==> src/verilog/pkt_buf_pkg.sv <==
`default_nettype none

package pkt_buf_pkg;

    // Full packet word as seen by writer and reader
    parameter int WORD_W = 64;
    // One memory port carries half a word
    parameter int HALF_W = WORD_W / 2;
    // Byte increment carried with every written word
    parameter int INC_W = 8;
    // Running byte length of one packet
    parameter int LEN_W = 32;

    // Word seen whole outside, or as two halves at the memory
    // Upper half lives at the even half-address, lower half at the odd one
    typedef union packed {
        logic [WORD_W-1:0] word;
        struct packed {
            logic [HALF_W-1:0] upper;
            logic [HALF_W-1:0] lower;
        } half;
    } word_u;

endpackage

`default_nettype wire

==> src/verilog/buf_swap_ctrl.sv <==
`default_nettype none

module buf_swap_ctrl
    import pkt_buf_pkg::*;
#(
    parameter int ADDR_WIDTH = 10
) (
    input  wire logic                  clk,
    input  wire logic                  rst,
    // Write side
    input  wire logic                  wr_en_i,
    input  wire logic [WORD_W-1:0]     wr_data_i,
    input  wire logic [INC_W-1:0]      byte_inc_i,
    input  wire logic                  wr_done_i,
    // Read side
    input  wire logic                  rd_en_i,
    input  wire logic [ADDR_WIDTH-2:0] rd_idx_i,
    input  wire logic                  rd_done_i,
    // Status and merged read result
    output logic                       wr_rdy_o,
    output logic                       pkt_rdy_o,
    output logic      [LEN_W-1:0]      pkt_len_o,
    output logic      [WORD_W-1:0]     rd_data_o,
    output logic                       rd_vld_o,
    // Bank A
    output logic                       rd_en_a_o,
    output logic                       wr_en_a_o,
    output logic                       clr_a_o,
    input  wire logic [WORD_W-1:0]     rdata_a_i,
    input  wire logic                  rvld_a_i,
    input  wire logic [LEN_W-1:0]      len_a_i,
    // Bank B
    output logic                       rd_en_b_o,
    output logic                       wr_en_b_o,
    output logic                       clr_b_o,
    input  wire logic [WORD_W-1:0]     rdata_b_i,
    input  wire logic                  rvld_b_i,
    input  wire logic [LEN_W-1:0]      len_b_i,
    // Shared to both banks
    output logic      [ADDR_WIDTH-2:0] wr_idx_o,
    output logic      [ADDR_WIDTH-2:0] rd_idx_o,
    output logic      [WORD_W-1:0]     wr_data_o,
    output logic      [INC_W-1:0]      byte_inc_o
);

    // Bank 0 is A, bank 1 is B
    logic                  fill_sel;
    logic                  drain_sel;
    logic [1:0]            full_q;
    logic [ADDR_WIDTH-2:0] wr_cnt_q;

    // Accepted strobes and pulses
    logic wr_acc;
    logic wr_done_acc;
    logic rd_acc;
    logic rd_done_acc;

    // Fill bank must be empty to take writes
    assign wr_rdy_o  = ~full_q[fill_sel];
    // Drain bank holds a finished packet
    assign pkt_rdy_o = full_q[drain_sel];

    assign wr_acc      = wr_en_i & wr_rdy_o;
    assign wr_done_acc = wr_done_i & wr_rdy_o;
    assign rd_acc      = rd_en_i & pkt_rdy_o;
    assign rd_done_acc = rd_done_i & pkt_rdy_o;

    // Bank selection and fullness
    always_ff @(posedge clk) begin
        if (!rst) begin
            fill_sel  <= 1'b0;
            drain_sel <= 1'b0;
            full_q    <= 2'b00;
        end else begin
            // Closing a packet hands the bank over to the reader
            if (wr_done_acc) begin
                full_q[fill_sel] <= 1'b1;
                fill_sel         <= ~fill_sel;
            end
            // Releasing frees the bank for a later fill
            // Never the same bank as a closing write in one cycle
            if (rd_done_acc) begin
                full_q[drain_sel] <= 1'b0;
                drain_sel         <= ~drain_sel;
            end
        end
    end

    // Write word index restarts with every packet
    always_ff @(posedge clk) begin
        if (!rst) begin
            wr_cnt_q <= '0;
        end else if (wr_done_acc) begin
            wr_cnt_q <= '0;
        end else if (wr_acc) begin
            wr_cnt_q <= wr_cnt_q + 1'b1;
        end
    end

    // Steer strobes to the selected bank
    assign wr_en_a_o = wr_acc & ~fill_sel;
    assign wr_en_b_o = wr_acc & fill_sel;
    assign rd_en_a_o = rd_acc & ~drain_sel;
    assign rd_en_b_o = rd_acc & drain_sel;

    // Release clears the length of the drained bank
    assign clr_a_o = rd_done_acc & ~drain_sel;
    assign clr_b_o = rd_done_acc & drain_sel;

    // Data, increment and indices are common to both banks
    assign wr_idx_o   = wr_cnt_q;
    assign rd_idx_o   = rd_idx_i;
    assign wr_data_o  = wr_data_i;
    assign byte_inc_o = byte_inc_i;

    // Length of the packet waiting to drain
    assign pkt_len_o = drain_sel ? len_b_i : len_a_i;

    // Only one bank is read at a time so its valid picks the data
    assign rd_vld_o  = rvld_a_i | rvld_b_i;
    assign rd_data_o = rvld_b_i ? rdata_b_i : rdata_a_i;

endmodule

`default_nettype wire

==> config.mk <==
export PLATFORM = sky130hd
export DESIGN_NAME = buf_swap_ctrl
export DESIGN_NICKNAME = d
export VERILOG_FILES = /design/src/verilog/pkt_buf_pkg.sv /design/src/verilog/buf_swap_ctrl.sv
export SDC_FILE = /design/constraint.sdc
export NUM_CORES = 1
export LEC_CHECK = 0
export BUFFER_PORTS_ARGS = -buffer_cell sky130_fd_sc_hd__buf_2
export CAP_MARGIN = 30
export CORE_AREA = 2 2 183 185
export CTS_BUF_LIST = sky130_fd_sc_hd__clkbuf_4 sky130_fd_sc_hd__clkbuf_8
export DETAILED_ROUTE_END_ITERATION = 10
export DIE_AREA = 0 0 185 187
export HOLD_SLACK_MARGIN = 0.02
export RECOVER_POWER = 50
export SYNTH_ARGS = -nofsm -noshare
export SYNTH_HDL_FRONTEND = slang
export SYNTH_SLANG_ARGS = --single-unit
==> constraint.sdc <==
create_clock -name clk -period 1.7 [get_ports clk]
set_input_delay 0.255 -clock clk [delete_from_list [all_inputs] [get_ports clk]]
set_output_delay 0.255 -clock clk [all_outputs]
set_load 0.005 [all_outputs]
==> impl_metrics.toml <==
[detailed_routing]
drtIter0Drc = 53
drc = 0
routed_via_density = 3.01
wire_per_inst_um = 17.5
antenna_left = 0
dr.pass1.iters = 4
num_vias = 2847
finalWirelength_um = 16600

[setup_path]
crit_path_max_fanout = 38
required_ns = 1.44
criticalPathCategory = "reg -> out"
max_stage_delay_ns = 0.37
rrSetupSlack_ns = 0.18
end_kind = "output port"
timing.rr.start = "fill_sel"
critPathBufInv = 2
timing.rr.end = "wr_idx_o[5]"
cp-startpoint = "drain_sel"
reg2regPathDepth = 3
crit_family = "multiplexers"
cp.arrival_ns = 1.33
crit_slowest_cell = "mux2_2"
path_cells = "buf_12 > mux2_2 > buf_2"
cp-start-kind = "flop"

[synth]
synth_mux_area_frac = 0.468
synth.yosys.warnings = 0
synthArstFlopShare = 0
synth_area_leaders = "mux2_2 (45%), buf_4 (25%), dfxtp_1 (11%)"
synthDistinctLibCells = 31
synth-simple-area-share = 0.0784
yosysTopAreaCell = "mux2_2"
synth_fa_ha_area_frac = 0.00519
netlist_area_sq_um = 2410
yosysTopAreaCellShare = 0.454
syn-num-nets = 549
syn_inst = 267
synth-seq-cells = 13
avgSynthCellArea_sq_um = 9.02
synth_top_family_by_area = "multiplexers"
yosys.area_share.xor_xnor = 0
ys.flop_type = "dfxtp_1"
synth_compound_area_frac = 0.0540
synth_edf_count = 0
ys_seq_area_frac = 0.108

[global_routing]
antenna_found_initial = 13
grt_pass1_wl_um = 20100
grt_pass1_vias = 2680
overflow = 0
grt_max_degree = 60
grt_usage = 0.0872

[cells_and_area]
areaGrowthSynthToFinish_pct = 64.3
finalNonFillerCells = 947
fill_cells = 3840
drive_above_1_share = 0.818
nets = 778

[power_and_ir_drop]
vdd_drop_max_mv = 0.222
leakagePower_nw = 1.84
power-per-cell-area_nw_per_um2 = 365

[sta]
setup_viol_count_final = 0
max_slew_margin = 0.652
tightest_slew_ns = 0.519
tns_ns = 0
finalCritPeriodShare = 0.932
max_freq_mhz = 631
finalMaxSlewViolations = 0
final.min_clock_period_ns = 1.59
finalHoldViolCount = 0
fin_skew_ns = 0.0124
rsz0062_at_grt = "false"

[clock_network]
cts_buffers = 3
cts_setup_buffers = 0
cts.root.buffer_cell = "clkbuf_8"
cts.sinks = 13
cts_hold_repair.buffers = 0
insertion_delay_ns = 0.25
cts_htree_levels = 1
cts_tree = "yes"
clk_path_buf_depth = 2
cts_resized = 0
clk_pin_slew_worst_paths_ns = 0.07

[placement]
dp_cells = 939
hpwl_um = 15600
port_buffers = 313
routabilityCongestion = 0.917

[worst_hold_path]
hold_end = "full_q[1]"
holdCritStartpoint = "wr_done_i"
hp-class = "in -> reg"
hold_depth = 3

[die]
core_sq_um = 32900
start_util = 0.0733
fp.dieArea_sq_um = 34600
io_pins = 476
dieHeight_um = 187
rows = 67
die_w_um = 185

[job]
maxCapViolCount = 0

[run_status]
outcome = "complete, no violations"
==> sequential cells by signal, indices dropped and copies added, names as in the netlist <==
name / cells
drain_sel: 1
full_q: 2
fill_sel: 1
wr_idx_o: 9
==> cell families (layout without fill, tap and decap cells) <==
kind of cell,count (synthesis),count (layout)
mux,100,100
buf+inv,98,326
simple gates,32,32
compound gates,23,23
flops,13,13
fa+ha+maj,1,1
other cells,0,4
==> through the flow <==
stage | total power, mW | utilization | cell area, sq um | setup slack [ns] | hold slack, ns
floorplan | 0.835 | - | 2410 | 0.154 | 0.391
global route | 1.54 | 0.120 | 3960 | 0.0704 | 0.291
CTS | 1.46 | 0.121 | 3970 | 0.101 | 0.278
global placement | 1.14 | 0.119 | 3920 | 0.167 | 0.492
finish | 1.44 | 0.120 | 3960 | 0.115 | 0.278
detailed placement | 1.15 | 0.119 | 3920 | 0.149 | 0.491
==> tightest hold or removal path, stage by stage <==
cell	delay (ns)
buf_2	0.10
a21oi_1	0.07
nor2_1	0.07
==> where the power goes <==
group          internal, mW  switching, mW
Clock                 0.182          0.126
Sequential            0.315        0.00999
Combinational         0.490          0.321
Total                 0.987          0.457
==> how the worst max path moves through the flow <==
stage / endpoint / slack (ns) / cells after the start
floorplan: pkt_len_o[25] / 0.15 / 3
global placement: wr_idx_o[6] / 0.17 / 3
detailed placement: wr_idx_o[6] / 0.15 / 3
CTS: wr_rdy_o / 0.10 / 3
global route: pkt_len_o[12] / 0.07 / 3
finish: pkt_len_o[6] / 0.11 / 3
==> cell usage after synthesis (4+ instances only) <==
| library cell | number |
|---|---|
| inv_1 | 4 |
| clkbuf_1 | 4 |
| or3_1 | 4 |
| buf_2 | 8 |
| dfxtp_1 | 13 |
| a21oi_1 | 8 |
| buf_4 | 81 |
| o21ai_0 | 8 |
| nor2_1 | 4 |
| mux2_2 | 97 |
==> cells in the final DEF, fill, tap and decap left out, drive strengths merged, types with 4 or more instances in the layout <==
master	n
buf	301
mux2	98
clkbuf	21
dfxtp	13
o21ai	9
a21oi	8
diode	4
inv	4
or3	4
nor2	4
==> cell type report <==
type / count / area, sq um / share of cell area
Timing Repair Buffer: 318 / 1600 / 0.405
Multi-Input combinational cell: 156 / 1460 / 0.369
Tap cell: 448 / 561 / 0.142
Sequential cell: 13 / 262 / 0.0661
Clock buffer: 4 / 48.8 / 0.0123
Inverter: 4 / 15.0 / 0.00379
Antenna cell: 4 / 10.0 / 0.00253
==> metal layers <==
| metal | GRT usage | part of all wire | vias to the layer above |
|---|---|---|---|
| li1 | - | - | 1327 |
| met1 | 0.0780 | 0.33 | 1198 |
| met2 | 0.189 | 0.56 | 276 |
| met3 | 0.0158 | 0.084 | 44 |
| met4 | 0.0263 | 0.027 | 2 |
| met5 | 0 | 0.0011 | - |
No activity file was read; power rests on OpenSTA's default activity.
